## config.mk

```make
export PLATFORM = sky130hd
export DESIGN_NAME = addr_decoder
export DESIGN_NICKNAME = d
export VERILOG_FILES = /design/src/hw/soc_pkg.sv /design/src/hw/addr_decoder.sv
export SDC_FILE = /design/constraint.sdc
export NUM_CORES = 1
export LEC_CHECK = 0
export BUFFER_PORTS_ARGS = -buffer_cell sky130_fd_sc_hd__buf_2
export CAP_MARGIN = 20
export CORE_MARGIN = 10
export CORE_UTILIZATION = 20
export DETAILED_ROUTE_END_ITERATION = 10
export PLACE_DENSITY = 0.86
export SETUP_SLACK_MARGIN = 0.2
export SLEW_MARGIN = 20
export SYNTH_ARGS = -nofsm -noshare
export SYNTH_HDL_FRONTEND = slang
export SYNTH_SLANG_ARGS = --single-unit
```

## constraint.sdc

```tcl
create_clock -name vclk -period 1.34
set_input_delay 0.201 -clock vclk [all_inputs]
set_output_delay 0.201 -clock vclk [all_outputs]
set_load 0.1 [all_outputs]
```

## src/hw/soc_pkg.sv

```systemverilog
//############################################################################
// SoC bus package
// Request and response structs of the shared memory bus, the address map,
// control register offsets and the fixed constants of the fabric
//############################################################################

package soc_pkg;

	// One request on the memory bus, a zero wstrb is a read
	typedef struct packed {
		logic        valid;
		logic [31:0] addr;
		logic [31:0] wdata;
		logic [3:0]  wstrb;
	} bus_req_t;

	// Response of the selected region
	typedef struct packed {
		logic        ready;
		logic [31:0] rdata;
	} bus_rsp_t;

	// Regions by address bits 31:28
	localparam logic [3:0] REGION_RAM  = 4'h4;
	localparam logic [3:0] REGION_UART = 4'h1;
	localparam logic [3:0] REGION_CTRL = 4'h2;

	// Scratch RAM geometry in 32-bit words
	localparam int RAM_WORDS = 256;
	localparam int RAM_AW    = 8;

	// Control block word offsets, address bits 3:2
	localparam logic [1:0] CTRL_LED    = 2'd0;
	localparam logic [1:0] CTRL_VERSION = 2'd1;
	localparam logic [1:0] CTRL_ERRCNT = 2'd2;

	localparam logic [31:0] SOC_VERSION  = 32'h0000_8000;
	localparam logic [31:0] BUS_ERR_DATA = 32'hDEAD_BEEF;

	// UART data register value with nothing received
	localparam logic [31:0] UART_EMPTY = 32'hFFFF_FFFF;

	// Divider after reset, clocks per serial bit
	localparam logic [31:0] UART_DIV_RESET = 32'd4;

endpackage
```

## src/hw/addr_decoder.sv

```systemverilog
//############################################################################
// Address decoder
// Splits the granted request into RAM, UART and control selects, muxes
// the region response back and flags accesses to unmapped space
//############################################################################

`timescale 1ns/1ns

module addr_decoder (
	input  soc_pkg::bus_req_t bus_req,
	input  logic [31:0]       ram_rdata,
	input  logic [31:0]       uart_rdata,
	input  logic [31:0]       ctrl_rdata,
	input  logic              ram_ready,
	input  logic              uart_ready,
	output soc_pkg::bus_rsp_t bus_rsp,
	output logic              ram_sel,
	output logic              uart_sel,
	output logic              uart_div,
	output logic              ctrl_sel,
	output logic              bus_err
);

	import soc_pkg::*;

	logic [3:0] region;

	assign region = bus_req.addr[31:28];

	// Bit 2 set picks the divider register, clear picks data
	assign uart_div = bus_req.addr[2];

	always_comb begin
		ram_sel = 1'b0;
		uart_sel = 1'b0;
		ctrl_sel = 1'b0;
		bus_err = 1'b0;
		case (region)
			REGION_RAM: begin
				ram_sel = bus_req.valid;
			end
			REGION_UART: begin
				uart_sel = bus_req.valid;
			end
			REGION_CTRL: begin
				ctrl_sel = bus_req.valid;
			end
			default: begin
				bus_err = bus_req.valid;
			end
		endcase
	end

	always_comb begin
		case (region)
			REGION_RAM:  bus_rsp.rdata = ram_rdata;
			REGION_UART: bus_rsp.rdata = uart_rdata;
			REGION_CTRL: bus_rsp.rdata = ctrl_rdata;
			default:     bus_rsp.rdata = BUS_ERR_DATA;
		endcase
		// Control registers and bus errors answer in the same cycle
		bus_rsp.ready = (ram_sel && ram_ready)
			|| (uart_sel && uart_ready)
			|| ctrl_sel
			|| bus_err;
	end

endmodule

```

==> results of run 1 <==
[path summary, 6_finish.rpt]
check | from | end | cells after the start
setup / recovery | bus_req[66] | bus_rsp[5] | 7
hold / removal | bus_req[38] | uart_div | 0
[stage by stage]
step	hold slack [ns]	area (um2)
2_1_floorplan	0.614	796
3_3_place_gp	0.403	2150
3_5_place_dp	0.403	2150
4_1_cts	0.403	2440
5_1_grt	0.403	2500
6_report	0.403	2500
[report_power, final]
group	internal, mW	switching [mW]
registers	0	0
logic	0.539	0.781
clock network	0	0
total	0.539	0.781
[layout make-up]
class                      instances  area, um2
timing repair buffer             163       1680
fill                             213        886
multi-input combinational         68        729
tap                               46       57.6
inverter                           9       33.8
[cell usage in the layout (no fill, tap or decap), drive strengths merged]
master and instances:
nor2 1, nor4b 3, or3 1, buf 163, nand2 25, and2 3
a222oi 32, inv 9, or2 1, a31oi 1, a21oi 1
[what timing repair did]
action / in CTS / in global routing
setup buffers: 3 / 2
resized for setup: 35 / 9
hold buffers: 0 / 0
cloned: 5 / 0
pin swaps: 20 / 12
endpoints found under the setup margin: 37 / 37
[worst max-delay path, delay by kind of cell]
family	cells	cell delay, ns
and+or+nand+nor	3	0.69
buffers and inverters	4	0.55
[logic make-up (layout without fill, tap and decap cells)]
logic type	Yosys count	count (layout)	share of synthesized area
compound gates	34	34	0.467
buf+inv	22	172	0.180
simple gates	34	34	0.353
[per-layer routing]
layer / global-route usage / wire length, um
met5: 0 / 0
met4: 0.0287 / 89
met3: 0.0788 / 826
met2: 0.337 / 3290
met1: 0.159 / 1930
==> out/results.ini, run 1 <==
[timing]
maxSlewHeadroom = 0.633
worst_slew_pin_slew_ns = 0.551
period_share = 1.23
finalSetupViolations = 37
final.setup.tns_ns = -9.65
setup_ws_ns = -0.310
drv_slew = 0
fin_crit_ns = 1.65
final_hold_viol_count = 0
rsz0062_at_grt = true
fmax_mhz = 606

[finish]
seq_area_um2 = 0
nClkBuffers = 0
drive_gt1_frac = 0.863
design.seq.count = 0
syn2layout_area_growth_pct = 253
fin_util = 0.739
nets = 409
antenna_cells = 0
final_cells = 286

[floorplanning]
die_w_um = 79.6
fp-row-count = 21
die_y_um = 79.6
die-area_mm2 = 0.00633
pin_count = 205
coreArea_mm2 = 0.00339
start_util = 0.209

[synth]
syn_inst = 90
yosysWarningCount = 0
synth.most_common_cell = a222oi_1
syn_avg_cell_area_um2 = 7.88
seq_area_frac_synth = 0
synth.area.top_cells = a222oi_1 (45%), nand2_2 (18%), nor4b_4 (10%), buf_2 (6.3%), inv_1 (4.8%)
ys_top_cells_by_count = a222oi_1 (32), nand2_2 (20), buf_2 (9), inv_1 (9), nand2_1 (5)
synth_top_area_frac = 0.451
synth_nets = 257
netlist_area_um2 = 709
synth_top_cell_by_area = a222oi_1
ys_types = 15

[global_route]
antenna_found_initial = 0
grt_start_max_net_pins = 16
gr-total-overflow = 0
grt_pass1_vias = 1761
grt_usage = 0.172
grt_pass1_wl_um = 8940

[worst_setup_path]
crit_slowest_cell = nor4b_4
cp_cell_sequence = buf_8 -> nor4b_4 -> or3_4 -> buf_12 -> buf_12 -> nand2_2 -> buf_12
worst_path_largest_cell_delay_ns = 0.38
crit_fanout = 8
cp.arrival_ns = 1.45
required_ns = 1.14
crit_type = primary input to output port
start_kind = primary input
setup.worst_path.end_class = output port
cpMostUsedCell = buf_12

[detailed_routing]
wirelength_um = 6130
drtAntennaViolNets = 0
drt_iter0_drc = 200
dr_total_vias = 1540
drc = 0
drtPass1Iterations = 10
viasPerCell = 5.38
wire_per_inst_um = 21.4

[worst_hold_path]
hp-class = primary input to output port

[power]
power_mw = 1.32
ir_drop_v = 0.000258
power_density_mw_per_mm2 = 527
total_leakage_power_nw = 1.21

[place]
hpwlAfterDp_um = 4930
place_congestion = 0.827
io_buffers = 140
post-place-cells = 276
preCtsSetupSlack_ns = -0.398

[run_status]
violations = negative setup slack
status = finished with violations

[run]
cap_violations = 0

Power figures use the tool's default switching activity.
==> run 2, diff against run 1 <==
--- a/config.mk
+++ b/config.mk
@@ -5,12 +5,13 @@
 export SDC_FILE = /design/constraint.sdc
 export NUM_CORES = 1
 export LEC_CHECK = 0
+export ABC_AREA = 1
 export BUFFER_PORTS_ARGS = -buffer_cell sky130_fd_sc_hd__buf_2
 export CAP_MARGIN = 20
 export CORE_MARGIN = 10
-export CORE_UTILIZATION = 20
+export CORE_UTILIZATION = 26
 export DETAILED_ROUTE_END_ITERATION = 10
-export PLACE_DENSITY = 0.86
+export PLACE_DENSITY = 0.89
 export SETUP_SLACK_MARGIN = 0.2
 export SLEW_MARGIN = 20
 export SYNTH_ARGS = -nofsm -noshare
==> out/results.ini, run 2 <==
[worst_setup_path]
worst_path_largest_cell_delay_ns = 0.17
cp.arrival_ns = 1.54
worst_setup_path_startpoint = bus_req[64]
crit_path_end = bus_rsp[32]
setup.worst_path.end_class = output port
cp_cell_sequence = buf_8 -> nor2_4 -> buf_12 -> buf_12 -> buf_16 -> nand3_1 -> nand2_1 -> nor2_1 -> nand2_4 -> buf_12
crit_fanout = 13
start_kind = primary input
crit_slowest_cell = nand3_1
required_ns = 1.14
cpMostUsedCell = buf_12
crit_type = primary input to output port

[finish]
seq_area_um2 = 0
syn2layout_area_growth_pct = 258
num-fill-cells = 79
nClkBuffers = 0
drive_gt1_frac = 0.765
nets = 530
final_cell_mix = buf_2 (100), nand3_1 (64), buf_12 (42)
fin_util = 0.963
multi_input_area_mm2 = 0.00138
antenna_cells = 0
final_common_cell = buf_2
final_cells = 409
design.seq.count = 0

[synth]
synth_top_area_frac = 0.534
seq_area_frac_synth = 0
synthAdderAreaFrac = 0
synth_top_cell_by_area = nand3_1
synth_xor_area_frac = 0
syn_avg_cell_area_um2 = 5.64
netlist_area_um2 = 993
synth_top_family_by_area = simple AND/OR/NAND/NOR gates
syn_inst = 176
yosys.area_share.simple = 0.848
ys_top_cells_by_count = nand3_1 (106), nand4_1 (16), buf_2 (13)
synth_nets = 343
synth_mux_area_frac = 0
synth.area.top_cells = nand3_1 (53%), nand4_2 (13%), nand4_1 (10%), buf_2 (6.5%), inv_1 (3.0%)
ys_types = 14
synth_compound_area_frac = 0
synth.most_common_cell = nand3_1
yosysWarningCount = 0

[detailed_routing]
dr_total_vias = 2672
wire_per_inst_um = 28.4
wirelength_um = 11600
viasPerCell = 6.53
drtAntennaViolNets = 0
drc = 0
drtPass1Iterations = 5
drt_iter0_drc = 306

[floorplanning]
coreArea_mm2 = 0.00369
die-area_mm2 = 0.00669
fp-row-count = 22
die_y_um = 81.8
die_w_um = 81.8
pin_count = 205
start_util = 0.269

[run_status]
status = finished with violations
violations = negative setup slack

[global_route]
antenna_found_initial = 0
grt_start_max_net_pins = 27
grt_pass1_wl_um = 12000
grt_pass1_vias = 2344
grt_usage = 0.222
gr-total-overflow = 0

[timing]
period_share = 1.30
final_hold_viol_count = 0
rsz0062_at_grt = true
drv_slew = 0
setup_ws_ns = -0.400
worst_slew_pin_slew_ns = 0.274
fmax_mhz = 575
finalSetupViolations = 37
maxSlewHeadroom = 0.817
final.setup.tns_ns = -8.44
fin_crit_ns = 1.74

[place]
post-place-cells = 378
io_buffers = 140
place_congestion = 0.954
preCtsSetupSlack_ns = -0.360
hpwlAfterDp_um = 6250

[power]
ir_drop_v = 0.000429
total_leakage_power_nw = 1.50
power_mw = 1.68
power_density_mw_per_mm2 = 473

[run]
cap_violations = 0

[worst_hold_path]
hp-class = primary input to output port

[clock_network]
ctsHoldBuffers = 0

[run 2: final cells by class]
type,instances,area share
repair buffers,206,0.578
inverters,8,0.0165
well taps,48,0.0169
multi-input cells,147,0.388
[run 2: repair_timing]
item,4_1_cts,5_1_grt
pin swaps,8,17
endpoints found under the setup margin,37,37
gates cloned,2,6
gates resized for setup,44,41
setup buffers,8,15
[run 2: cell families (layout without fill, tap and decap cells)]
logic type    Yosys count  count (layout)
simple gates          146             147
buf+inv                30             214
[run 2: worst min path at each step]
stage,startpoint,to,slack (ns),cells past startpoint
6_report,bus_req[38],uart_div,0.40,0
2_1_floorplan,bus_req[38],uart_div,0.61,1
5_1_grt,bus_req[38],uart_div,0.40,0
3_5_place_dp,bus_req[38],uart_div,0.40,0
3_3_place_gp,bus_req[38],uart_div,0.40,0
4_1_cts,bus_req[38],uart_div,0.40,0
[run 2: per-layer routing]
metal / GRT usage / wire length [um] / vias to the layer above
met1: 0.237 / 3680 / 1200
met4: 0.0612 / 1130 / 0
li1: - / - / 1051
met5: 0 / 0 / -
met2: 0.415 / 5380 / 314
met3: 0.0622 / 1440 / 107
[run 2: critical path: cells and delay by family]
family	cells	cell delay, ns
buffers and inverters	5	0.67
AND/OR/NAND/NOR	5	0.65
[run 2: where the power goes]
| part | internal, mW | switching (mW) |
|---|---|---|
| Combinational | 0.666 | 1.01 |
| Clock | 0 | 0 |
| Sequential | 0 | 0 |
| Total | 0.666 | 1.01 |
[run 2: metrics by stage]
| stage | hold slack [ns] | cell area, um2 |
|---|---|---|
| floorplan | 0.614 | 1410 |
| global placement | 0.404 | 2840 |
| detailed placement | 0.404 | 2840 |
| CTS | 0.404 | 3080 |
| global route | 0.402 | 3550 |
| finish | 0.402 | 3550 |
==> run 3, diff against run 2 <==
--- a/config.mk
+++ b/config.mk
@@ -11,7 +11,7 @@
 export CORE_MARGIN = 10
 export CORE_UTILIZATION = 26
 export DETAILED_ROUTE_END_ITERATION = 10
-export PLACE_DENSITY = 0.89
+export PLACE_DENSITY_LB_ADDON = 0.08
 export SETUP_SLACK_MARGIN = 0.2
 export SLEW_MARGIN = 20
 export SYNTH_ARGS = -nofsm -noshare
==> out/results.ini, run 3 <==
[run_status]
status = stopped before the end
first-error = [ERROR DPL-0033] detailed placement checks failed during check placement.
haltStage = clock tree synthesis

[floorplanning]
die_y_um = 81.8
die_w_um = 81.8
fp-row-count = 22
start_util = 0.269
pin_count = 205

[place]
place_congestion = 0.952
hpwlAfterDp_um = 5960
io_buffers = 140

[synth]
ys_types = 14
synth.most_common_cell = nand3_1
synth_nets = 343
synth.area.top_cells = nand3_1 (53%), nand4_2 (13%), nand4_1 (10%), buf_2 (6.5%), inv_1 (3.0%)
syn_avg_cell_area_um2 = 5.64
yosysWarningCount = 0
seq_area_frac_synth = 0
syn_inst = 176
netlist_area_um2 = 993
synth_top_cell_by_area = nand3_1
synth_top_area_frac = 0.534
ys_top_cells_by_count = nand3_1 (106), nand4_1 (16), buf_2 (13)

[clock_network]
post_cts_buffers = 20
ctsHoldBuffers = 0
cts_resized = 115

-- run 3: cells by family after synthesis --
| family | count (synthesis) | synth area share |
|---|---|---|
| and+or+nand+nor | 146 | 0.848 |
| buffers and inverters | 30 | 0.152 |
-- run 3: through the flow --
step	worst slack, ns	cell area (um2)	instances
floorplan	-0.449	1410	176
global placement	-0.267	2780	384
detailed placement	-0.344	2780	384
==> run 4, diff against run 3 <==
--- a/config.mk
+++ b/config.mk
@@ -11,8 +11,7 @@
 export CORE_MARGIN = 10
 export CORE_UTILIZATION = 26
 export DETAILED_ROUTE_END_ITERATION = 10
-export PLACE_DENSITY_LB_ADDON = 0.08
-export SETUP_SLACK_MARGIN = 0.2
+export PLACE_DENSITY_LB_ADDON = 0.15
 export SLEW_MARGIN = 20
 export SYNTH_ARGS = -nofsm -noshare
 export SYNTH_HDL_FRONTEND = slang
==> out/results.ini, run 4 (synthesis results as in run 2) <==
[floorplanning]
die_w_um = 81.8
die-area_mm2 = 0.00669
fp-row-count = 22
coreArea_mm2 = 0.00369
pin_count = 205
die_y_um = 81.8
start_util = 0.269

[timing]
final.setup.tns_ns = -4.82
fin_crit_ns = 1.54
fmax_mhz = 650
drv_slew = 0
worst_slew_pin_slew_ns = 0.233
rsz0062_at_grt = true
finalSetupViolations = 35
setup_ws_ns = -0.197
maxSlewHeadroom = 0.844
final_hold_viol_count = 0
period_share = 1.15

[place]
dpl_cell_area_mm2 = 0.00262
preCtsSetupSlack_ns = -0.214
io_buffers = 140
hpwlAfterDp_um = 5760
place_congestion = 0.838

[run_status]
status = finished with violations
violations = negative setup slack

[global_route]
grt_pass1_vias = 2338
gr-total-overflow = 0
antenna_found_initial = 0
grt_pass1_wl_um = 12500
grt_start_max_net_pins = 21
grt_usage = 0.232

[worst_setup_path]
cp_cell_sequence = buf_8 -> inv_2 -> nor2_4 -> buf_6 -> buf_4 -> nand3_2 -> nor2_1 -> nor2_1 -> nand2_2 -> buf_12
worst_path_largest_cell_delay_ns = 0.18
crit_slowest_cell = buf_12
cp.arrival_ns = 1.34
crit_type = primary input to output port
crit_fanout = 6
required_ns = 1.14
cpMostUsedCell = nor2_1
start_kind = primary input
setup.worst_path.end_class = output port

[finish]
fin_util = 0.893
nets = 500
final_cell_mix = buf_2 (99), nand3_1 (61), buf_12 (42)
seq_area_um2 = 0
design_area_mm2 = 0.00330
design.seq.count = 0
final_common_cell = buf_2
syn2layout_area_growth_pct = 232
nClkBuffers = 0
drive_gt1_frac = 0.752

[detailed_routing]
drt_iter0_drc = 124
drtPass1Iterations = 4
drc = 0
viasPerCell = 5.70
dr_total_vias = 2167
wire_per_inst_um = 22.7
drtAntennaViolNets = 0
wirelength_um = 8630

[run]
cap_violations = 0

[worst_hold_path]
hp-class = primary input to output port

[power]
total_leakage_power_nw = 1.35
ir_drop_v = 0.000300
power_density_mw_per_mm2 = 467

[clock_network]
ctsHoldBuffers = 0

## run 4: cell type report
cell class,count,area [um2]
diodes,1,2.50
inverters,8,41.3
fillers,178,393
multi-input cells,146,1370
well taps,48,60.1
repair buffers,177,1820
## run 4: what timing repair did
item                                    in CTS  in global routing
endpoints found under the hold margin        0                  0
setup buffers                               10                  2
gates cloned                                 6                  3
endpoints found under the setup margin      35                 35
pin swaps                                   32                 23
resized for setup                           73                 16
## run 4: power breakdown
| part | leakage, nW | total [mW] | internal (mW) | switching, mW |
|---|---|---|---|---|
| sequential | 0 | 0 | 0 | 0 |
| combinational | 1.35 | 1.54 | 0.605 | 0.935 |
| clock | 0.00000634 | 0.0000000999 | 0.0000000999 | 0 |
## run 4: critical path, delay by kind of cell
family                 cells  cell delay [ns]
buffers and inverters      5             0.56
AND/OR/NAND/NOR            5             0.57
## run 4: through the flow
| step | hold slack [ns] | total power [mW] | std cells |
|---|---|---|---|
| 2_1_floorplan | 0.614 | 0.763 | 176 |
| 3_3_place_gp | 0.403 | 1.30 | 362 |
| 3_5_place_dp | 0.403 | 1.32 | 362 |
| 4_1_cts | 0.403 | 1.49 | 376 |
| 5_1_grt | 0.402 | 1.59 | 379 |
| 6_report | 0.402 | 1.54 | 380 |
## run 4: per-layer routing
layer / wire length (um) / track usage / up-vias
met4: 209 / 0.0544 / 0
met2: 4540 / 0.425 / 133
met5: 0 / 0 / -
li1: - / - / 976
met3: 1040 / 0.0852 / 17
met1: 2840 / 0.248 / 1041
## run 4: path summary, 6_finish.rpt
check	from	endpoint	cells past startpoint
max	bus_req[64]	bus_rsp[32]	10
min	bus_req[38]	uart_div	0
