## config.mk

```make
export PLATFORM = sky130hd
export DESIGN_NAME = uart_core
export DESIGN_NICKNAME = d
export VERILOG_FILES = /design/src/hw/soc_pkg.sv /design/src/hw/uart_core.sv
export SDC_FILE = /design/constraint.sdc
export NUM_CORES = 1
export LEC_CHECK = 0
export ABC_CLOCK_PERIOD_IN_PS = 6100
export BUFFER_PORTS_ARGS = -buffer_cell sky130_fd_sc_hd__buf_4
export CORE_ASPECT_RATIO = 1.1
export CORE_MARGIN = 3
export CORE_UTILIZATION = 51
export CTS_BUF_LIST = sky130_fd_sc_hd__clkbuf_4
export DETAILED_ROUTE_END_ITERATION = 16
export PLACE_DENSITY = 0.7
export SLEW_MARGIN = 20
export SYNTH_ARGS = -nofsm -noshare
export SYNTH_HDL_FRONTEND = slang
export SYNTH_SLANG_ARGS = --single-unit
```

## constraint.sdc

```tcl
create_clock -name clk48m -period 6.1 [get_ports clk48m]
set_clock_uncertainty 0.2 [all_clocks]
set_input_delay 0.305 -clock clk48m [delete_from_list [all_inputs] [get_ports clk48m]]
set_output_delay 0.305 -clock clk48m [all_outputs]
set_load 0.005 [all_outputs]
```

## src/hw/soc_pkg.sv

```systemverilog
//############################################################################
// SoC bus package
// Request and response structs of the shared memory bus, the address map,
// control register offsets and the fixed constants of the fabric
//############################################################################

package soc_pkg;

	// One request on the memory bus, a zero wstrb is a read
	typedef struct packed {
		logic        valid;
		logic [31:0] addr;
		logic [31:0] wdata;
		logic [3:0]  wstrb;
	} bus_req_t;

	// Response of the selected region
	typedef struct packed {
		logic        ready;
		logic [31:0] rdata;
	} bus_rsp_t;

	// Regions by address bits 31:28
	localparam logic [3:0] REGION_RAM  = 4'h4;
	localparam logic [3:0] REGION_UART = 4'h1;
	localparam logic [3:0] REGION_CTRL = 4'h2;

	// Scratch RAM geometry in 32-bit words
	localparam int RAM_WORDS = 256;
	localparam int RAM_AW    = 8;

	// Control block word offsets, address bits 3:2
	localparam logic [1:0] CTRL_LED    = 2'd0;
	localparam logic [1:0] CTRL_VERSION = 2'd1;
	localparam logic [1:0] CTRL_ERRCNT = 2'd2;

	localparam logic [31:0] SOC_VERSION  = 32'h0000_8000;
	localparam logic [31:0] BUS_ERR_DATA = 32'hDEAD_BEEF;

	// UART data register value with nothing received
	localparam logic [31:0] UART_EMPTY = 32'hFFFF_FFFF;

	// Divider after reset, clocks per serial bit
	localparam logic [31:0] UART_DIV_RESET = 32'd4;

endpackage
```

## src/hw/uart_core.sv

```systemverilog
//############################################################################
// UART core
// 8N1 transmitter and receiver with a divider register and a one-byte
// receive buffer, data writes stall while the transmitter is busy
//############################################################################

`timescale 1ns/1ns

module uart_core (
	input  logic        clk48m,
	input  logic        rst,
	input  logic        sel,
	input  logic        div_sel,
	input  logic [31:0] wdata,
	input  logic [3:0]  wstrb,
	input  logic        rx,
	output logic [31:0] rdata,
	output logic        ready,
	output logic        tx
);

	import soc_pkg::*;

	logic [31:0] div_reg;
	logic        div_we;
	logic        dat_we;
	logic        dat_re;
	logic [9:0]  tx_shift;
	logic [3:0]  tx_cnt;
	logic [31:0] tx_div_cnt;
	logic        tx_busy;
	logic        rx_s1;
	logic        rx_s2;
	logic [3:0]  rx_state;
	logic [31:0] rx_div_cnt;
	logic        rx_tick;
	logic        rx_bit;
	logic        rx_done;
	logic [7:0]  rx_shift;
	logic [7:0]  rx_buf;
	logic        rx_valid;

	assign div_we = sel && div_sel;
	assign dat_we = sel && !div_sel && wstrb[0];
	assign dat_re = sel && !div_sel && (wstrb == 4'b0000);
	assign tx_busy = (tx_cnt != 4'd0);
	assign ready = sel && !(dat_we && tx_busy);
	assign tx = tx_shift[0];

	always_comb begin
		if (div_sel) begin
			rdata = div_reg;
		end else begin
			rdata = rx_valid ? {24'h0, rx_buf} : UART_EMPTY;
		end
	end

	always_ff @(posedge clk48m) begin
		if (rst) begin
			div_reg <= UART_DIV_RESET;
		end else if (div_we) begin
			for (int i = 0; i < 4; i++) begin
				if (wstrb[i]) begin
					div_reg[8*i +: 8] <= wdata[8*i +: 8];
				end
			end
		end
	end

	// Frame is start, eight data bits LSB first, stop
	always_ff @(posedge clk48m) begin
		if (rst) begin
			tx_shift <= '1;
			tx_cnt <= 4'd0;
			tx_div_cnt <= '0;
		end else if (dat_we && !tx_busy) begin
			tx_shift <= {1'b1, wdata[7:0], 1'b0};
			tx_cnt <= 4'd10;
			tx_div_cnt <= '0;
		end else if (tx_busy) begin
			if (tx_div_cnt >= div_reg - 32'd1) begin
				tx_shift <= {1'b1, tx_shift[9:1]};
				tx_cnt <= tx_cnt - 4'd1;
				tx_div_cnt <= '0;
			end else begin
				tx_div_cnt <= tx_div_cnt + 32'd1;
			end
		end
	end

	// State 0 idle, 1 start bit, 2 to 9 data bits, 10 stop bit
	assign rx_tick = (rx_div_cnt >= div_reg);
	assign rx_bit = (rx_state >= 4'd2) && (rx_state <= 4'd9) && rx_tick;
	assign rx_done = (rx_state == 4'd10) && rx_tick && rx_s2;

	always_ff @(posedge clk48m) begin
		if (rst) begin
			rx_s1 <= 1'b1;
			rx_s2 <= 1'b1;
			rx_state <= 4'd0;
			rx_div_cnt <= '0;
			rx_valid <= 1'b0;
		end else begin
			rx_s1 <= rx;
			rx_s2 <= rx_s1;
			rx_div_cnt <= rx_div_cnt + 32'd1;
			if (rx_state == 4'd0) begin
				rx_div_cnt <= 32'd1;
				if (!rx_s2) begin
					rx_state <= 4'd1;
				end
			end else if (rx_state == 4'd1) begin
				// Start bit must still be low at mid-bit
				if (rx_div_cnt >= {1'b0, div_reg[31:1]}) begin
					rx_div_cnt <= 32'd1;
					rx_state <= rx_s2 ? 4'd0 : 4'd2;
				end
			end else if (rx_tick) begin
				rx_div_cnt <= 32'd1;
				rx_state <= (rx_state == 4'd10) ? 4'd0 : rx_state + 4'd1;
			end
			// A new byte wins over a read in the same cycle
			if (rx_done) begin
				rx_valid <= 1'b1;
			end else if (dat_re) begin
				rx_valid <= 1'b0;
			end
		end
	end

	always_ff @(posedge clk48m) begin
		if (rx_bit) begin
			rx_shift <= {rx_s2, rx_shift[7:1]};
		end
		if (rx_done) begin
			rx_buf <= rx_shift;
		end
	end

endmodule

```

==> flow_metrics.env, run 1 <==
export IMPL_synth_ff_type="dfxtp_1"
export IMPL_ant_nets=0
export IMPL_dpl_hpwl_um=15300
export IMPL_firstDrtPassIters=5
export IMPL_synth_compound_area_share_pct=13.2
export IMPL_drc=0
export IMPL_clk_pin_slew_ns=0.11
export IMPL_highest_layer="met4"
export IMPL_dpl_instance_area_um2=9030
export IMPL_coreArea_um2=15900
export IMPL_worstHoldPathCells=4
export IMPL_grt_setup_unrepaired="false"
export IMPL_fp_dieW_um=128
export IMPL_p_int_mw=1.30
export IMPL_synth_xor_area_share_pct=9.34
export IMPL_hp_class="input pin to register"
export IMPL_wl_met3_um=702
export IMPL_grt_pass1_vias=7112
export IMPL_grt_start_max_net_pins=50
export IMPL_syn_area_per_cell_um2=8.65
export IMPL_layout_drive_gt1_share_pct=12.0
export IMPL_worstMarginPinSlew_ns=1.02
export IMPL_synthAdderAreaFrac_pct=14.8
export IMPL_dr_wl_met2_um=10200
export IMPL_cts_tree="built"
export IMPL_maxCapViolations=0
export IMPL_drt_total_wl_um=21600
export IMPL_synth_top_area_share_pct=27.8
export IMPL_cts_sinks=132
export IMPL_final_common_cell="dfxtp_1"
export IMPL_setup_viol=0
export IMPL_cp_max_fo=31
export IMPL_crit_type="register to register"
export IMPL_vias=7315
export IMPL_hold_end="div_reg[5]"
export IMPL_wl_met1_um=10100
export IMPL_routabilityCongestion=0.845
export IMPL_worst_path_buf_inv=1
export IMPL_slowest_stage="or4_1"
export IMPL_synth_area_top_cells="dfxtp_1 (28%), ha_1 (15%), edfxtp_1 (5.8%)"
export IMPL_mostFrequentLayoutCells="dfxtp_1 (116), nor2_1 (102), ha_1 (99)"
export IMPL_synth_edf_count=16
export IMPL_clock_power_share_pct=35.2
export IMPL_first_iter_violations=435
export IMPL_critPathMaxStageDelay_ns=0.57
export IMPL_synthMuxAreaShare_pct=3.25
export IMPL_cts_resized_gates=0
export IMPL_io_buffers=74
export IMPL_path_depth=12
export IMPL_crit_family="simple AND/OR/NAND/NOR gates"
export IMPL_slew_headroom_pct=31.4
export IMPL_rows=48
export IMPL_wl_per_cell_um=16.6
export IMPL_crit_chain="nor4_2 > nand2_1 > or4_1 > nor4_1 > xnor2_1 > ha_1 > nand4_1 > or4_4 > o31a_1 > a21oi_4 > buf_4 > nor3_1"
export IMPL_required_ns=6.31
export IMPL_power_switching_mw=0.504
export IMPL_seq_power_share_pct=50.4
export IMPL_ys_seq_elements=132
export IMPL_synth_top_area_cell="dfxtp_1"
export IMPL_tns_ns=0
export IMPL_cp_start_kind="register"
export IMPL_rr_worst_depth=12
export IMPL_synth_simple_gate_area_share_pct=21.8
export IMPL_syn_inst=965
export IMPL_ys_seq_area_share_pct=33.6
export IMPL_slew_viol_final=0
export IMPL_initial_utilization_pct=52.7
export IMPL_syn_area_um2=8350
export IMPL_cp_arrival_ns=4.74
export IMPL_synthArstFlopShare_pct=0
export IMPL_fin_crit_ns=4.53
export IMPL_grt_pass1_wl_um=35400
export IMPL_htree_num_levels=4
export IMPL_die_y_um=140
export IMPL_overflow=0
export IMPL_yosysWarnings=0
export IMPL_hold_viol_final=0
export IMPL_cts_buffers=17
export IMPL_r2r_end="tx_div_cnt[17]"
export IMPL_leakage_nw=4.19
export IMPL_fill_cells=1407
export IMPL_swShare_pct=27.9
export IMPL_io_pins=75
export IMPL_fin_crit_sh_pct=74.2
export IMPL_synth_top_family_by_area="simple AND/OR/NAND/NOR gates"
export IMPL_rr_startpoint="div_reg[2]"
export IMPL_avgViaCountPerCell=5.63
export IMPL_min_from="sel"
export IMPL_ir_drop_v=0.000107
export IMPL_rrSetupSlack_ns=1.57
export IMPL_endpoint_kind="register"
export IMPL_antenna_found_initial=1
export IMPL_grt_usage_pct=24.4
export IMPL_fin_area_um2=9910
export IMPL_powerDensity_nw_per_um2=182
export IMPL_outcome="finished, final reports clean"
export IMPL_fmax_mhz=221
export IMPL_combPwrFrac_pct=14.4
export IMPL_clockRootBuffer="clkbuf_4"
export IMPL_nets=1225
export IMPL_area_growth_pct=18.7
export IMPL_synth_fp_nets=1105
export IMPL_dieArea_um2=17900
export IMPL_yosys_cell_types_count=63
export IMPL_clock_latency_ns=0.56
export IMPL_clockBufferDepth=2
-- metrics by stage --
step	power (mW)	util, %	hold slack (ns)	setup WS (ns)	std cells
after floorplan	1.07	-	0.189	2.20	965
after global placement	1.15	57.0	0.201	1.61	1208
after detailed placement	1.16	57.0	0.201	1.59	1208
after CTS	1.81	62.5	0.0934	1.56	1298
after global routing	1.88	62.5	0.115	1.13	1299
final	1.80	62.5	0.136	1.57	1299
-- cells in the mapped netlist (4+ instances only) --
cell and instances:
a211oi_1 5, a21o_1 28, a21oi_1 76, and3_1 12, and4_1 6, buf_2 6, clkbuf_1 24, dfxtp_1 116
edfxtp_1 16, ha_1 99, inv_1 49, mux2i_1 26, nand2_1 72, nand2b_1 5, nand3_1 40, nand4_1 29
nor2_1 102, nor2b_1 5, nor3_1 49, nor4_1 11, o211ai_1 17, o21ai_0 18, or2_2 5, or3_1 5
or4_1 4, xnor2_1 54, xor2_1 35
-- metal layers --
metal  track usage [%]  vias to the layer above
met3              4.27                       48
li1                  -                     3692
met4              9.22                        0
met2              39.2                      149
met5                 0                        -
met1              32.8                     3426
-- worst min-delay path, stage by stage --
cell     delay (ns)
buf_4          0.14
and3_1         0.24
nand2_1        0.10
a21oi_1        0.05
-- cells by family after synthesis --
logic type,Yosys count
adders and majority gates,99
xor gates and xnor gates,89
AOI/OAI and AO/OA,173
DFF,132
buffers and inverters,83
muxes,27
and+or+nand+nor,362
-- worst max-delay path by stage --
stage,from,end,slack [ns]
finish,div_reg[2],tx_div_cnt[17],1.57
global route,div_reg[12],tx_div_cnt[13],1.13
CTS,div_reg[2],tx_div_cnt[17],1.56
detailed placement,div_reg[2],tx_div_cnt[17],1.59
global placement,div_reg[2],tx_div_cnt[22],1.61
floorplan,div_reg[2],tx_cnt[0],2.20
-- cell type report --
type                       count  area (um2)  share of cell area (%)
clock buffer                  18         135                    1.36
tap                          200         250                    2.52
multi-input combinational    750        5220                    52.6
inverter                      49         184                    1.86
antenna                        1        2.50                  0.0252
sequential                   132        2800                    28.3
timing repair buffer         135        1160                    11.7
clock inverter                14         161                    1.63
-- power by group through the flow --
stage	clock network (mW)	logic, mW	registers (mW)
floorplan	0	0.150	0.920
global placement	0	0.226	0.927
detailed placement	0	0.229	0.927
CTS	0.648	0.256	0.908
global route	0.682	0.287	0.911
finish	0.635	0.260	0.908
-- what timing repair did --
| action | 4_1_cts | 5_1_grt |
|---|---|---|
| hold endpoints to repair | 44 | 0 |
| hold buffers | 58 | 0 |
| buffers inserted | 0 | 0 |
Note: power is estimated with default switching activity, not from simulation.
==> inputs of run 2 (changes only) <==
ABC_AREA = 1   (was unset)
ABC_CLOCK_PERIOD_IN_PS = 3710   (was 6100)
PLACE_DENSITY = 0.72   (was 0.7)
clock period = 3.71 ns   (was 6.1 ns; I/O delays follow)
==> run 2 against run 1 <==
  * Worst hold slack worse by 0.079 ns
  * Non-clock buffer count is 6 higher
  * Combinational power grew to 3.3 times the previous value
  * Largest cell class unchanged
  * Critical path type unchanged
  * Register-to-register slack worse by 1.3 ns
  * Count of clock-buffer cells in the layout is 1 lower
  * Area after synthesis is 7.7% higher
  * Largest power group unchanged
  * Global-route usage is 0.77 points higher
==> flow_metrics.env, run 2 <==
export IMPL_min_from="wstrb[1]"
export IMPL_io_pins=75
export IMPL_htree_num_levels=4
export IMPL_synth_fp_nets=1391
export IMPL_firstDrtPassIters=6
export IMPL_synthArstFlopShare_pct=0
export IMPL_synth_area_top_cells="dfxtp_1 (26%), ha_1 (14%), nand2_1 (9.7%)"
export IMPL_critPathMaxStageDelay_ns=0.35
export IMPL_required_ns=4.02
export IMPL_synth_most_common_cell="nand2_1"
export IMPL_placedCellCount=1548
export IMPL_yosys_cell_types_count=42
export IMPL_synth_edf_count=16
export IMPL_ir_drop_v=0.000272
export IMPL_fin_cells=1635
export IMPL_avgViaCountPerCell=5.36
export IMPL_syn_area_um2=8990
export IMPL_clockRootBuffer="clkbuf_4"
export IMPL_endpoint_kind="register"
export IMPL_overflow=0
export IMPL_tns_ns=0
export IMPL_setup_viol=0
export IMPL_vias=8766
export IMPL_crit_type="register to register"
export IMPL_io_buffers=74
export IMPL_slowest_stage="dfxtp_2"
export IMPL_drt_total_wl_um=24400
export IMPL_syn_inst=1251
export IMPL_synth_top_area_share_pct=25.8
export IMPL_fp_dieW_um=133
export IMPL_hold_ws_ns=0.0568
export IMPL_antenna_found_initial=2
export IMPL_fin_crit_sh_pct=92.7
export IMPL_dpl_hpwl_um=18000
export IMPL_die_y_um=145
export IMPL_worstMarginPinSlew_ns=1.06
export IMPL_slew_viol_final=0
export IMPL_fin_crit_ns=3.44
export IMPL_dieArea_um2=19300
export IMPL_ys_seq_elements=132
export IMPL_cts_tree="built"
export IMPL_initial_utilization_pct=52.5
export IMPL_coreArea_um2=17100
export IMPL_cp_max_fo=12
export IMPL_synth_common_cells="nand2_1 (233), nor2_1 (159), inv_1 (128)"
export IMPL_yosysWarnings=0
export IMPL_grt_pass1_vias=8271
export IMPL_slew_headroom_pct=29.1
export IMPL_drc=0
export IMPL_rows=50
export IMPL_first_iter_violations=534
export IMPL_powerDensity_nw_per_um2=315
export IMPL_cp_start_kind="register"
export IMPL_ant_nets=0
export IMPL_syn_area_per_cell_um2=7.19
export IMPL_grt_pass1_wl_um=39500
export IMPL_layout_drive_gt1_share_pct=13.3
export IMPL_cp_arrival_ns=3.75
export IMPL_crit_chain="inv_2 > buf_6 > nand2_2 > nor3_4 > and2_4 > nand2_4 > nor2_8 > nand2_4 > nor2_4 > nand4_2 > or2_0 > nand2_1 > ha_4 > a21oi_2 > o21a_1 > nand2_1 > a21oi_2 > nand3_2 > nand2_4 > nand2_4 > buf_12 > nor3_1"
export IMPL_hp_class="input pin to register"
export IMPL_p_total_mw=3.40
export IMPL_cp_common_cell="nand2_4"
export IMPL_startpoint="div_reg[0]"
export IMPL_ys_seq_area_share_pct=31.2
export IMPL_leakage_nw=4.61
export IMPL_area_growth_pct=20.1
export IMPL_routabilityCongestion=0.936
export IMPL_synth_ff_type="dfxtp_1"
export IMPL_fmax_mhz=291
export IMPL_rr_startpoint="div_reg[0]"
export IMPL_synth_top_area_cell="dfxtp_1"
export IMPL_wl_per_cell_um=14.9
export IMPL_clk_pin_slew_ns=0.14
export IMPL_mostFrequentLayoutCells="nand2_1 (229), nor2_1 (156), inv_1 (127)"
export IMPL_nets=1526
export IMPL_maxCapViolations=0
export IMPL_hold_viol_final=0
export IMPL_cts_sinks=132
export IMPL_final_common_cell="nand2_1"
export IMPL_clock_latency_ns=0.58
export IMPL_rrSetupSlack_ns=0.27
export IMPL_clockBufferDepth=2
export IMPL_outcome="finished, final reports clean"
export IMPL_cts_buffers=17
export IMPL_grt_usage_pct=25.2
export IMPL_grt_start_max_net_pins=44
==> run 2: changes by cell type in the layout (fill, tap and decap cells not counted), moves of 12 or more <==
| cell | delta |
|---|---|
| nand3_1 | +13 |
| o21ai_0 | +73 |
| o211ai_1 | -17 |
| nor2_1 | +54 |
| a21o_1 | -24 |
| nand2_1 | +158 |
| xnor2_1 | -41 |
| a21oi_1 | +31 |
| xor2_1 | +22 |
| mux2i_1 | -26 |
| inv_1 | +78 |
| buf_4 | +12 |
==> run 2: worst max-delay path, delay by kind of cell, from the launching register on <==
family,cells,cell delay (ns)
AO/OA/AOI/OAI,3,0.35
AND/OR/NAND/NOR,15,1.91
flip-flops,1,0.35
buffers and inverters,3,0.33
adder cells (fa/ha/maj),1,0.21
==> run 2: logic make-up (layout without fill, tap and decap cells) <==
group	after synthesis	count (layout)	synth area share (%)
compound gates	212	212	12.1
buf+inv	159	306	6.85
flops	132	132	31.2
xor+xnor	70	70	6.82
simple gates	579	580	29.3
other cells	0	2	0
fa+ha+maj	99	99	13.8
==> run 2: layout make-up <==
class                           count  area, um2
Timing Repair Buffer              141       1220
Clock buffer                       17        128
Multi-Input combinational cell    961       5690
Inverter                          133        502
Clock inverter                     15        159
Tap cell                          234        293
Antenna cell                        2       5.00
Fill cell                        1589       6340
Sequential cell                   132       2800
==> run 2: path summary, 6_finish.rpt <==
path / to / depth (start not counted)
max: tx_div_cnt[18] / 22
min: div_reg[11] / 3
min reg2reg: rx_s2 / 1
max reg2reg: tx_div_cnt[18] / 22
==> run 2: what timing repair did <==
| action | CTS | global route |
|---|---|---|
| endpoints found under the hold margin | 46 | 0 |
| buffers inserted | 0 | 4 |
| cloned | 0 | 2 |
| endpoints found under the setup margin | 8 | 45 |
| hold buffers | 47 | 0 |
| gates resized for setup | 3 | 26 |
| pin swaps | 0 | 9 |
==> run 2: layer usage <==
| layer | vias up | GRT usage, % | part of all wire [%] | routed length [um] |
|---|---|---|---|---|
| met4 | 0 | 11.5 | 3.2 | 777 |
| met1 | 4051 | 30.9 | 43 | 10600 |
| li1 | 4451 | - | - | - |
| met3 | 59 | 4.40 | 4.1 | 997 |
| met2 | 205 | 43.0 | 49 | 12000 |
| met5 | - | 0 | 0 | 0 |
==> run 2: where the power goes <==
group	total (mW)	internal [mW]	switching (mW)
Combinational	0.848	0.320	0.527
Clock	1.01	0.361	0.652
Sequential	1.54	1.49	0.0452
==> run 2: stage by stage <==
stage / setup WS (ns) / util [%] / cell area [um2]
after floorplan: 0.394 / - / 8990
after global placement: 0.151 / 57.5 / 9850
after detailed placement: -0.0277 / 57.5 / 9850
after CTS: 0.0589 / 61.9 / 10600
after global routing: -0.0527 / 63.0 / 10800
final: 0.272 / 63.0 / 10800
