### src/hw/soc_pkg.sv
//############################################################################
// SoC bus package
// Request and response structs of the shared memory bus, the address map,
// control register offsets and the fixed constants of the fabric
//############################################################################

package soc_pkg;

	// One request on the memory bus, a zero wstrb is a read
	typedef struct packed {
		logic        valid;
		logic [31:0] addr;
		logic [31:0] wdata;
		logic [3:0]  wstrb;
	} bus_req_t;

	// Response of the selected region
	typedef struct packed {
		logic        ready;
		logic [31:0] rdata;
	} bus_rsp_t;

	// Regions by address bits 31:28
	localparam logic [3:0] REGION_RAM  = 4'h4;
	localparam logic [3:0] REGION_UART = 4'h1;
	localparam logic [3:0] REGION_CTRL = 4'h2;

	// Scratch RAM geometry in 32-bit words
	localparam int RAM_WORDS = 256;
	localparam int RAM_AW    = 8;

	// Control block word offsets, address bits 3:2
	localparam logic [1:0] CTRL_LED    = 2'd0;
	localparam logic [1:0] CTRL_VERSION = 2'd1;
	localparam logic [1:0] CTRL_ERRCNT = 2'd2;

	localparam logic [31:0] SOC_VERSION  = 32'h0000_8000;
	localparam logic [31:0] BUS_ERR_DATA = 32'hDEAD_BEEF;

	// UART data register value with nothing received
	localparam logic [31:0] UART_EMPTY = 32'hFFFF_FFFF;

	// Divider after reset, clocks per serial bit
	localparam logic [31:0] UART_DIV_RESET = 32'd4;

endpackage
### src/hw/ctrl_regs.sv
//############################################################################
// Control registers
// LED register, version word, bus-error counter and the error interrupt
//############################################################################

`timescale 1ns/1ns

module ctrl_regs (
	input  logic        clk48m,
	input  logic        rst,
	input  logic        sel,
	input  logic        bus_err,
	input  logic [1:0]  word,
	input  logic [31:0] wdata,
	input  logic [3:0]  wstrb,
	output logic [31:0] rdata,
	output logic [5:0]  led,
	output logic        irq
);

	import soc_pkg::*;

	logic [31:0] err_cnt;

	always_comb begin
		case (word)
			CTRL_LED:     rdata = {26'h0, led};
			CTRL_VERSION: rdata = SOC_VERSION;
			CTRL_ERRCNT:  rdata = err_cnt;
			default:      rdata = 32'h0;
		endcase
	end

	// bus_err is high for exactly one cycle per error transfer
	always_ff @(posedge clk48m) begin
		if (rst) begin
			led <= 6'h0;
			err_cnt <= 32'h0;
			irq <= 1'b0;
		end else begin
			irq <= bus_err;
			if (bus_err) begin
				err_cnt <= err_cnt + 32'd1;
			end
			if (sel && wstrb[0] && word == CTRL_LED) begin
				led <= wdata[5:0];
			end
		end
	end

endmodule

### config.mk
export PLATFORM = sky130hd
export DESIGN_NAME = ctrl_regs
export DESIGN_NICKNAME = d
export VERILOG_FILES = /design/src/hw/soc_pkg.sv /design/src/hw/ctrl_regs.sv
export SDC_FILE = /design/constraint.sdc
export NUM_CORES = 1
export LEC_CHECK = 0
export BUFFER_PORTS_ARGS = -buffer_cell sky130_fd_sc_hd__buf_4
export CORE_MARGIN = 1.5
export CORE_UTILIZATION = 52
export DETAILED_ROUTE_END_ITERATION = 10
export PLACE_DENSITY = 0.85
export SYNTH_ARGS = -nofsm -noshare
export SYNTH_HDL_FRONTEND = slang
export SYNTH_SLANG_ARGS = --single-unit
### constraint.sdc
create_clock -name clk48m -period 3.5 [get_ports clk48m]
set_clock_uncertainty 0.15 [all_clocks]
set_input_delay 0.525 -clock clk48m [delete_from_list [all_inputs] [get_ports clk48m]]
set_output_delay 0.525 -clock clk48m [all_outputs]
set_load 0.05 [all_outputs]
==> results by group, run 1 <==
Run status
  • Status: finished clean

Floorplanning
  • Die ar.: ~0.0042 mm2
  • Starting density of the core: 54.5%
  • Die Span Y: between 60 and 70 um
  • Core area: between 0.003 and 0.004 mm2
  • Cell Rows: 22
  • Die Wd: between 60 and 70 um
  • Ports: around 80

Critical path
  • Reg2Reg Depth: 5
  • Critical path type: in2out
  • Setup crit end kind: primary output
  • Flop2flop setup slack: 1.15 ns
  • CP Data Required Time: between 2 and 3 ns
  • CP Max Fanout: 16
  • Setup crit start kind: input pin
  • FF-to-FF Start: err_cnt[0]
  • Reg2reg end: err_cnt[30]
  • Critical path arrival: ~1.9 ns
  • CP startpoint: word[1]
  • Setup crit end: rdata[18]

Clock network
  • Clock Sinks: 39
  • Post_cts resized: 0
  • Total CTS buffers: 5
  • CTS root buffer: clkbuf_8
  • Clk_lat worst skew: roughly 0.29 ns
  • Buffer count from post-CTS setup fixing: 0
  • Max Root-Sink Buffers: 2
  • CTS tree: done
  • Worst-path clk slew: ~0.080 ns
  • Post-CTS Hold Fix Bufs: 0
  • Htree depth: 2

Routing
  • Pre-Repair DR Iteration Count: 4
  • Initial DRC count: around 110
  • Vias per cell: around 5.6
  • Post-route ant nets: 0
  • # DRC: 0
  • Final WL: around 4600 um
  • Via count: 1,883
  • Avg WL per Cell: between 10 and 15 um

Global route
  • Grt total ovfl: 0
  • Tot GR Track Use: roughly 22%
  • Pin count of the biggest net entering global routing: 42
  • Initial antenna violation count: 0
  • Global-route wire length before repair: between 7000 and 8000 um
  • Vias in the first global route: 1,688

Power
  • Logic pwr share: 6.8%
  • Internal Power: approximately 0.0007 W
  • Sw frac: approximately 22%
  • Power after layout: approximately 0.0009 W
  • Pleak: 0.971 nW
  • Sequential power share: between 50% and 60%
  • P_sw: around 0.0002 W
  • Power Dens Cells: 359 mW/mm2
  • Clock share of power: 43.0%
  • Worst IR Drop VDD: 0.283 mV

Synth
  • Synthesized flop and latch total: 39
  • Gate Count Post-Synth: 243
  • Sequential fraction of the synthesis area: between 30% and 40%
  • Cell Area, Synth: between 0.0015 and 0.002 mm2
  • Synth cell types: 25
  • Mean post-synth cell area: between 8 and 9 um2
  • Yosys warns: 0
  • Leading area contributor after synthesis: dfxtp_1
  • Top-area cell type share of the netlist area: 39.1%
  • Syn_nets: 286
  • Largest cells by area after synthesis: dfxtp_1 39%, and2_1 8.1%, mux2i_1 6.5%, a21oi_1 4.8%, nor2_1 4.7%

Final layout
  • Fin util: between 60% and 70%
  • Finished Cell Area: 0.00251 mm2
  • Number of diodes: 0
  • Fraction of layout cells with a size suffix above 1: between 20 and 25%
  • Area Growth Syn to Fin: 25.8%
  • Final net count: approximately 330

STA
  • Slew Viols, Final: 0
  • Count of final hold-check violations: 0
  • Relative slew margins: 33.2%
  • Crit path time final: 2.58 ns
  • Final setup violation count: 0
  • RSZ-0062 raised after global routing: no
  • TNS Setup: 0 ns
  • Worst Max-Slew Pin Slew: ~0.99 ns
  • Achievable frequency: roughly 390 MHz
  • Crit share post-route: between 70% and 80%

Min path
  • Hold Crit Class: in2reg
  • Min-Delay Path Depth: 3

Placed design
  • Gpl congestion: between 0.7 and 0.8
  • Placement Cell Area: 0.00239 mm2
  • Port Buffer Count: between 50 and 60
  • Dpl hpwl: about 3200 um

Job
  • Max-cap violations: 0
[sequential cells by signal (all words and copies together) (netlist names)]
signal	cells
err_cnt	32
led	6
irq	1
[stage by stage]
step	hold WS [ns]	worst slack [ns]	cells
2_1_floorplan	0.310	0.827	243
3_3_place_gp	0.330	0.932	330
3_5_place_dp	0.349	0.880	330
4_1_cts	0.321	0.878	338
5_1_grt	0.317	0.825	338
6_report	0.324	0.916	338
[worst min path at each step]
stage                startpoint           to
floorplan           err_cnt[30]  err_cnt[30]
CTS                    wdata[5]       led[5]
global placement    err_cnt[30]  err_cnt[30]
global route           wdata[5]       led[5]
finish                 wdata[5]       led[5]
detailed placement  err_cnt[30]  err_cnt[30]
[layout make-up]
type / instances / area, um2
Clock buffer: 6 / 82.6
Clock inverter: 2 / 35.0
Fill cell: 311 / 1150
Tap cell: 48 / 60.1
Inverter: 5 / 18.8
Multi-Input combinational cell: 186 / 1140
Sequential cell: 39 / 781
Timing Repair Buffer: 52 / 390
[cells in the final DEF (no fill, tap or decap), types with 5 or more instances in the layout]
cell / count
dfxtp_1: 39
clkbuf_8: 6
nor2_1: 25
inv_1: 5
a21oi_1: 19
nor3_1: 6
nand2_1: 16
and2_1: 26
nand4_1: 9
or4_1: 12
or3_1: 12
buf_4: 52
xnor2_1: 6
o21ai_0: 13
mux2i_1: 13
o31ai_1: 7
[layer usage]
layer | vias to the layer above | global-route usage, % | routed length (um)
li1 | 954 | - | -
met1 | 883 | 24.7 | 2060
met2 | 40 | 41.4 | 2290
met3 | 6 | 5.03 | 176
met4 | 0 | 6.38 | 49
met5 | - | 0 | 0
[synth_stat cells (all sizes together)]
cell and n:
a21oi 19, and2 26, and3 2, and4 3
buf 3, clkbuf 10, dfxtp 39, ha 1
inv 5, mux2 2, mux2i 13, nand2 16
nand3 4, nand4 10, nor2 25, nor2b 4
nor3 6, nor4 1, o21ai 13, o31ai 7
or3 12, or4 12, xnor2 6, xor2 4
[critical path, cell delays in order]
cell and delay, ns:
buf_4 0.16, nor2b_1 0.56, buf_4 0.30, and2_1 0.16, buf_4 0.20
[kinds of logic (layout without fill, tap and decap cells)]
family / count (synthesis) / after routing / synth area share, %
buffers and inverters: 18 / 65 / 3.57
multiplexers: 15 / 15 / 7.64
XOR/XNOR: 10 / 10 / 4.39
AO/OA/AOI/OAI: 39 / 39 / 10.7
flip-flops: 39 / 39 / 39.1
AND/OR/NAND/NOR: 121 / 121 / 34.0
adder cells (fa/ha/maj): 1 / 1 / 0.626
[power groups by stage]
| stage | logic, W | clock network, W | registers, W |
|---|---|---|---|
| finish | 0.0000616 | 0.000388 | 0.000452 |
| global route | 0.0000670 | 0.000414 | 0.000453 |
| CTS | 0.0000623 | 0.000392 | 0.000452 |
| detailed placement | 0.0000620 | 0 | 0.000463 |
| global placement | 0.0000601 | 0 | 0.000463 |
| floorplan | 0.0000324 | 0 | 0.000469 |
Note: power is estimated with default switching activity, not from simulation.
==> run 2, diff against run 1 <==
Settings changed: CORE_UTILIZATION 52 to 43, PLACE_DENSITY 0.85 to 0.75.
Clock period 3.5 ns to 2.15 ns, I/O delays scaled along.
==> run 2 against run 1 <==
Non-clock buffer count rose by 19. Global-route usage fell by 2.2 points. Via count rose by 4.0%. Setup slack got worse by 0.81 ns. Critical path depth fell by 1. Largest cell class unchanged. Largest power group unchanged.
==> results by group, run 2 (synthesis results as in run 1) <==
Clock network
  • Total CTS buffers: 5 (unchanged)
  • Post-CTS Hold Fix Bufs: 0 (unchanged)
  • CTS root buffer: clkbuf_8
  • Htree depth: 2 (unchanged)
  • CTS tree: done
  • Clock Sinks: 39 (unchanged)
  • Worst-path clk slew: 0.08 ns (about the same)
  • Max Root-Sink Buffers: 2 (unchanged)
  • Clk_lat worst skew: 0.29 ns (about the same)

Critical path
  • Buf/Inv on CP: 0 (-3)
  • Setup crit start kind: flop
  • Critical path type: reg2reg
  • Critical path arrival: 2.11 ns (+0.20 ns)
  • CP Data Required Time: 2.22 ns (-0.60 ns)
  • Slowest stage delay, CP: 0.59 ns (+0.03 ns)
  • Worst path cell trace: nand4_4 -> or4_4 -> or4_1 -> a21oi_1
  • Worst path slowest cell: or4_4
  • Delay-heaviest family, CP: simple AND/OR/NAND/NOR gates
  • Setup crit end kind: flop
  • CP Max Fanout: 5 (-11)
  • Flop2flop setup slack: 0.11 ns (-1.04 ns)

Power
  • Power Dens Cells: 549 mW/mm2 (+53%)
  • P_sw: 0.000324 W (+61%)
  • Sw frac: 22.0% (-0.20 points)
  • Pleak: 1.07 nW (+10%)
  • Clock share of power: 42.8% (-0.2 points)
  • Sequential power share: 50.0% (about the same)
  • Worst IR Drop VDD: 0.406 mV (+43%)
  • Logic pwr share: 7.2% (+0.4 points)
  • Internal Power: 0.00115 W (+63%)

STA
  • Achievable frequency: 489 MHz
  • Worst Max-Slew Pin Slew: 0.435 ns (-0.558 ns)
  • Final setup violation count: 0 (unchanged)
  • Crit path time final: 2.04 ns
  • Crit share post-route: between 90% and 100%
  • Slew Viols, Final: 0 (unchanged)
  • Count of final hold-check violations: 0 (unchanged)
  • Hold Slack: 0.123 ns (-0.201 ns)
  • RSZ-0062 raised after global routing: yes
  • Relative slew margins: 71.0% (+38 points)

Final layout
  • Max reg flops: 32 (unchanged)
  • Post-Layout Cell Count: 361 (+6.8%)
  • Register area: 782 um2 (+0.16%)
  • Area of the multi-input gates: 0.00116 mm2 (+1.3%)
  • Number of diodes: 0 (unchanged)
  • Largest registers: err_cnt x32, led x6, irq x1
  • Area Growth Syn to Fin: 34.0%
  • Commonest non-fill, non-tap cells in the layout: 71 x buf_4, 38 x dfxtp_1, 26 x and2_1
  • Fraction of layout cells with a size suffix above 1: 28.2% (+6.4 points)
  • Most common cell after layout, fill and taps aside: buf_4
  • Largest Register: err_cnt
  • Final net count: 351 (+5.7%)
  • Fill cells: 410 (+32%)

Global route
  • Global-route wire length before repair: 8220 um (+12%)
  • Grt total ovfl: 0 (unchanged)
  • Initial antenna violation count: 0 (unchanged)
  • Pin count of the biggest net entering global routing: 42 (unchanged)
  • Tot GR Track Use: 19.9% (-2.2 points)
  • Vias in the first global route: 1,829 (+8.4%)

Floorplanning
  • Core area: 0.00441 mm2 (+21%)
  • Die Wd: 71.1 um (+9.5%)
  • Die Span Y: 71.1 um (+9.5%)
  • Starting density of the core: 45.2% (-9.3 points)
  • Cell Rows: 24 (+9.1%)
  • Ports: 81 (unchanged)
  • Die ar.: 0.00506 mm2 (+20%)

Routing
  • # DRC: 0 (unchanged)
  • Avg WL per Cell: 13.0 um (-4.0%)
  • Post-route ant nets: 0 (unchanged)
  • Final WL: 4700 um (+2.5%)
  • Via count: 1,958 (+4.0%)
  • Vias per cell: 5.42 (-2.6%)
  • Initial DRC count: 97 (-11%)
  • Pre-Repair DR Iteration Count: 4 (unchanged)

Placed design
  • Dpl hpwl: 3400 um (+5.1%)
  • Port Buffer Count: 51 (unchanged)
  • Placed cells: 353 (+7.0%)
  • Gpl congestion: 0.781 (-0.20%)

Min path
  • Hold Crit Class: in2reg

Run status
  • Status: finished clean

Job
  • Max-cap violations: 0 (unchanged)
==> run 2: changes by cell type in the layout (fill, tap and decap cells not counted) <==
cell	delta
buf_4	+19
or4_1	-3
or4_4	+3
dfxtp_1	-1
dfxtp_2	+1
o21ai_0	-1
o21ai_2	+1
==> run 2: worst min-delay path, delay by kind of cell <==
kind	cells	cell delay [ns]
buffers and inverters	1	0.08
and+or+nand+nor	1	0.07
muxes	1	0.05
==> run 2: per-layer routing <==
metal	track usage, %	share of wire (%)	vias to the layer above
li1	-	-	990
met1	25.1	44	918
met2	33.6	50	48
met4	5.66	0.70	0
met5	0	0	-
met3	4.99	5.0	2
==> run 2: worst paths after layout <==
path	startpoint	endpoint	cells after the start
setup / recovery	err_cnt[6]	err_cnt[30]	4
hold / removal	wdata[2]	led[2]	3
setup reg to reg	err_cnt[6]	err_cnt[30]	4
hold reg to reg	err_cnt[25]	err_cnt[25]	2
==> run 2: metrics by stage <==
step / setup slack, ns / setup TNS [ns] / power, W / utilization [%] / area [um2]
final: 0.106 / 0 / 0.00147 / 60.6 / 2680
after CTS: 0.0375 / 0 / 0.00149 / 60.3 / 2660
after global placement: 0.0878 / 0 / 0.000856 / 57.7 / 2550
after floorplan: -0.0152 / -0.199 / 0.000817 / - / 2000
after detailed placement: 0.0530 / 0 / 0.000859 / 57.7 / 2550
after global routing: -0.00416 / -0.00416 / 0.00153 / 60.6 / 2680
==> run 2: area by class of cell <==
class	count	area share, %
Clock inverter	2	1.31
Multi-Input combinational cell	186	43.3
Timing Repair Buffer	71	19.9
Inverter	5	0.701
Clock buffer	6	3.09
Sequential cell	39	29.2
Tap cell	52	2.43
==> run 2: timing repair <==
action	in CTS	in global routing
resized for setup	0	4
setup buffers	0	0
setup endpoints to repair	0	10
==> run 2: power groups by stage <==
stage	clock (W)	combinational [W]	sequential, W
detailed placement	0	0.000107	0.000752
global route	0.000684	0.000114	0.000736
floorplan	0	0.0000536	0.000763
CTS	0.000648	0.000107	0.000735
finish	0.000629	0.000106	0.000735
global placement	0	0.000104	0.000752
==> run 3, diff against run 2 <==
Settings changed: CTS_CLUSTER_DIAMETER set to 50, PLACE_DENSITY 0.75 to 0.83.
==> run 3 against run 2 <==
Power fell by 11%. Worst hold slack got worse by 0.0038 ns. First-iteration DRC count increased by 8.2%. Clock power decreased by 25%. Count of clock-buffer cells in the layout is 1 higher. Wire length is 1.4% higher. Sequential cell count unchanged. Via count rose by 1.3%. Fmax up 0.35%. Register-to-register slack hardly changed. Final cell count grew 0.28%. Critical path type unchanged. Highest routed layer unchanged.
==> results by group, run 3 (synthesis results as in run 1) <==
STA
  • Achievable frequency: 491 MHz (+0.35%)
  • Worst Max-Slew Pin Slew: 0.424 ns (-0.0114 ns)
  • Slew Viols, Final: 0 (unchanged)
  • Relative slew margins: 71.7% (+0.76 points)
  • Crit path time final: 2.04 ns (-0.00719 ns)
  • RSZ-0062 raised after global routing: no
  • Count of final hold-check violations: 0 (unchanged)
  • Final setup violation count: 0 (unchanged)
  • Crit share post-route: 94.7% (-0.33 points)

Critical path
  • Delay-heaviest family, CP: simple AND/OR/NAND/NOR gates
  • Worst path slowest cell: or4_4
  • FF-to-FF Start: err_cnt[7]
  • Reg2Reg Depth: 4 (unchanged)
  • Flop2flop setup slack: 0.11 ns (about the same)
  • Critical path arrival: 2.10 ns (about the same)
  • Setup crit end kind: flop
  • Slowest stage delay, CP: 0.58 ns (about the same)
  • Reg2reg end: err_cnt[28]
  • Worst path cell trace: nand2_1 -> or4_4 -> or4_1 -> a21oi_1
  • CP Max Fanout: 6 (+1)
  • Setup crit start kind: flop
  • Buf/Inv on CP: 0 (unchanged)
  • Critical path type: reg2reg
  • CP Data Required Time: 2.21 ns (about the same)

Job
  • Max-cap violations: 0 (unchanged)

Clock network
  • Htree depth: 2 (unchanged)
  • Total CTS buffers: 5 (unchanged)
  • Clk_lat worst skew: 0.29 ns (about the same)
  • Post-CTS Hold Fix Bufs: 0 (unchanged)
  • Buffer count from post-CTS setup fixing: 0 (unchanged)
  • CTS tree: done
  • Clock Sinks: 39 (unchanged)
  • CTS root buffer: clkbuf_8
  • Worst-path clk slew: 0.07 ns (about the same)
  • Max Root-Sink Buffers: 2 (unchanged)

Min path
  • Hold Crit Class: in2reg
  • Hold_sp: wdata[0]
  • Min-Delay Endpoint: led[0]
  • Min-Delay Path Depth: 3 (unchanged)

Global route
  • Grt total ovfl: 0 (unchanged)
  • GR Layer Usage met1: 21.6% (-3.5 points)
  • Tot GR Track Use: 19.4% (-0.52 points)
  • Pin count of the biggest net entering global routing: 42 (unchanged)
  • Initial antenna violation count: 0 (unchanged)
  • Global route hottest layer: met2
  • GRT met2 Usage: 35.8% (+2.2 points)
  • Met3 Track Usage GR: 4.56% (-0.43 points)
  • Global-route wire length before repair: 7920 um (-3.6%)
  • Vias in the first global route: 1,841 (+0.66%)

Floorplanning
  • Starting density of the core: 45.2% (unchanged)
  • Die ar.: 0.00506 mm2 (unchanged)
  • Cell Rows: 24 (unchanged)
  • Ports: 81 (unchanged)
  • Die Span Y: 71.1 um (unchanged)
  • Core area: 0.00441 mm2 (unchanged)
  • Die Wd: 71.1 um (unchanged)

Final layout
  • Max reg flops: 32 (unchanged)
  • Most common cell after layout, fill and taps aside: buf_4
  • Register area: 782 um2 (unchanged)
  • Fraction of layout cells with a size suffix above 1: 27.7% (-0.41 points)
  • Fin util: 60.0% (-0.65 points)
  • Final net count: 352 (+0.28%)
  • Largest Register: err_cnt
  • Fill cells: 401 (-2.2%)
  • Area Growth Syn to Fin: 32.6%
  • Area of the multi-input gates: 0.00116 mm2 (unchanged)
  • Largest registers: err_cnt x32, led x6, irq x1
  • Commonest non-fill, non-tap cells in the layout: 72 x buf_4, 38 x dfxtp_1, 26 x and2_1
  • Number of diodes: 0 (unchanged)
  • Finished Cell Area: 0.00265 mm2 (-1.1%)

Routing
  • Initial DRC count: 105 (+8.2%)
  • Post-route ant nets: 0 (unchanged)
  • # DRC: 0 (unchanged)
  • Final WL: 4760 um (+1.4%)
  • Avg WL per Cell: 13.2 um (+1.2%)
  • Via count: 1,984 (+1.3%)
  • Pre-Repair DR Iteration Count: 4 (unchanged)
  • Vias per cell: 5.48 (+1.0%)

Power
  • Power after layout: 0.00132 W (-11%)
  • Pleak: 1.06 nW (-1.3%)
  • Power Dens Cells: 497 mW/mm2 (-9.6%)
  • Worst IR Drop VDD: 0.378 mV (-6.9%)

Placed design
  • Port Buffer Count: 51 (unchanged)
  • Gpl congestion: 0.772 (-1.2%)
  • Dpl hpwl: 3560 um (+4.8%)
  • Placement Cell Area: 0.00255 mm2 (+0.29%)

Run status
  • Status: finished clean
[run 3: cell count changes in the layout (fill, tap and decap cells not counted)]
cell and change:
buf_4 +1, clkbuf_8 -1, clkbuf_1 +2, bufinv_16 -1
[run 3: metal layers]
| layer | share of wire (%) | routed length (um) |
|---|---|---|
| met1 | 42 | 1980 |
| met2 | 51 | 2430 |
| met3 | 5.6 | 265 |
| met4 | 1.7 | 81 |
| met5 | 0 | 0 |
[run 3: timing repair]
item / in CTS / in global routing
endpoints found under the hold margin: 0 / 0
setup endpoints to repair: 0 / 9
resized for setup: 0 / 4
[run 3: worst min-delay path, stage by stage]
cell and delay [ns]:
buf_4 0.07, mux2i_1 0.05, nor2_1 0.07
[run 3: worst max-delay path by stage]
stage               startpoint           to  cells after the start
finish              err_cnt[7]  err_cnt[28]                      4
global route        err_cnt[7]  err_cnt[28]                      4
CTS                 err_cnt[6]  err_cnt[30]                      4
detailed placement  err_cnt[6]  err_cnt[30]                      4
global placement    err_cnt[6]  err_cnt[28]                      4
floorplan              word[1]    rdata[11]                      4
[run 3: final cells by class]
cell class	instances	area share, %
Timing Repair Buffer	72	20.4
Multi-Input combinational cell	186	43.8
Inverter	5	0.709
Sequential cell	39	29.5
Clock buffer	7	2.88
Tap cell	52	2.46
Clock inverter	1	0.189
[run 3: where the power goes]
part | internal [W] | switching, W
clock network | 0.000228 | 0.000242
registers | 0.000729 | 0.00000482
logic | 0.0000445 | 0.0000671
[run 3: stage by stage]
stage / hold WS, ns / setup TNS [ns] / worst slack, ns / std cells
6_report: 0.119 / 0 / 0.113 / 362
4_1_cts: 0.118 / 0 / 0.0255 / 362
3_3_place_gp: 0.337 / 0 / 0.125 / 354
5_1_grt: 0.141 / 0 / 0.0123 / 362
2_1_floorplan: 0.310 / -0.199 / -0.0152 / 243
3_5_place_dp: 0.350 / 0 / 0.0453 / 354
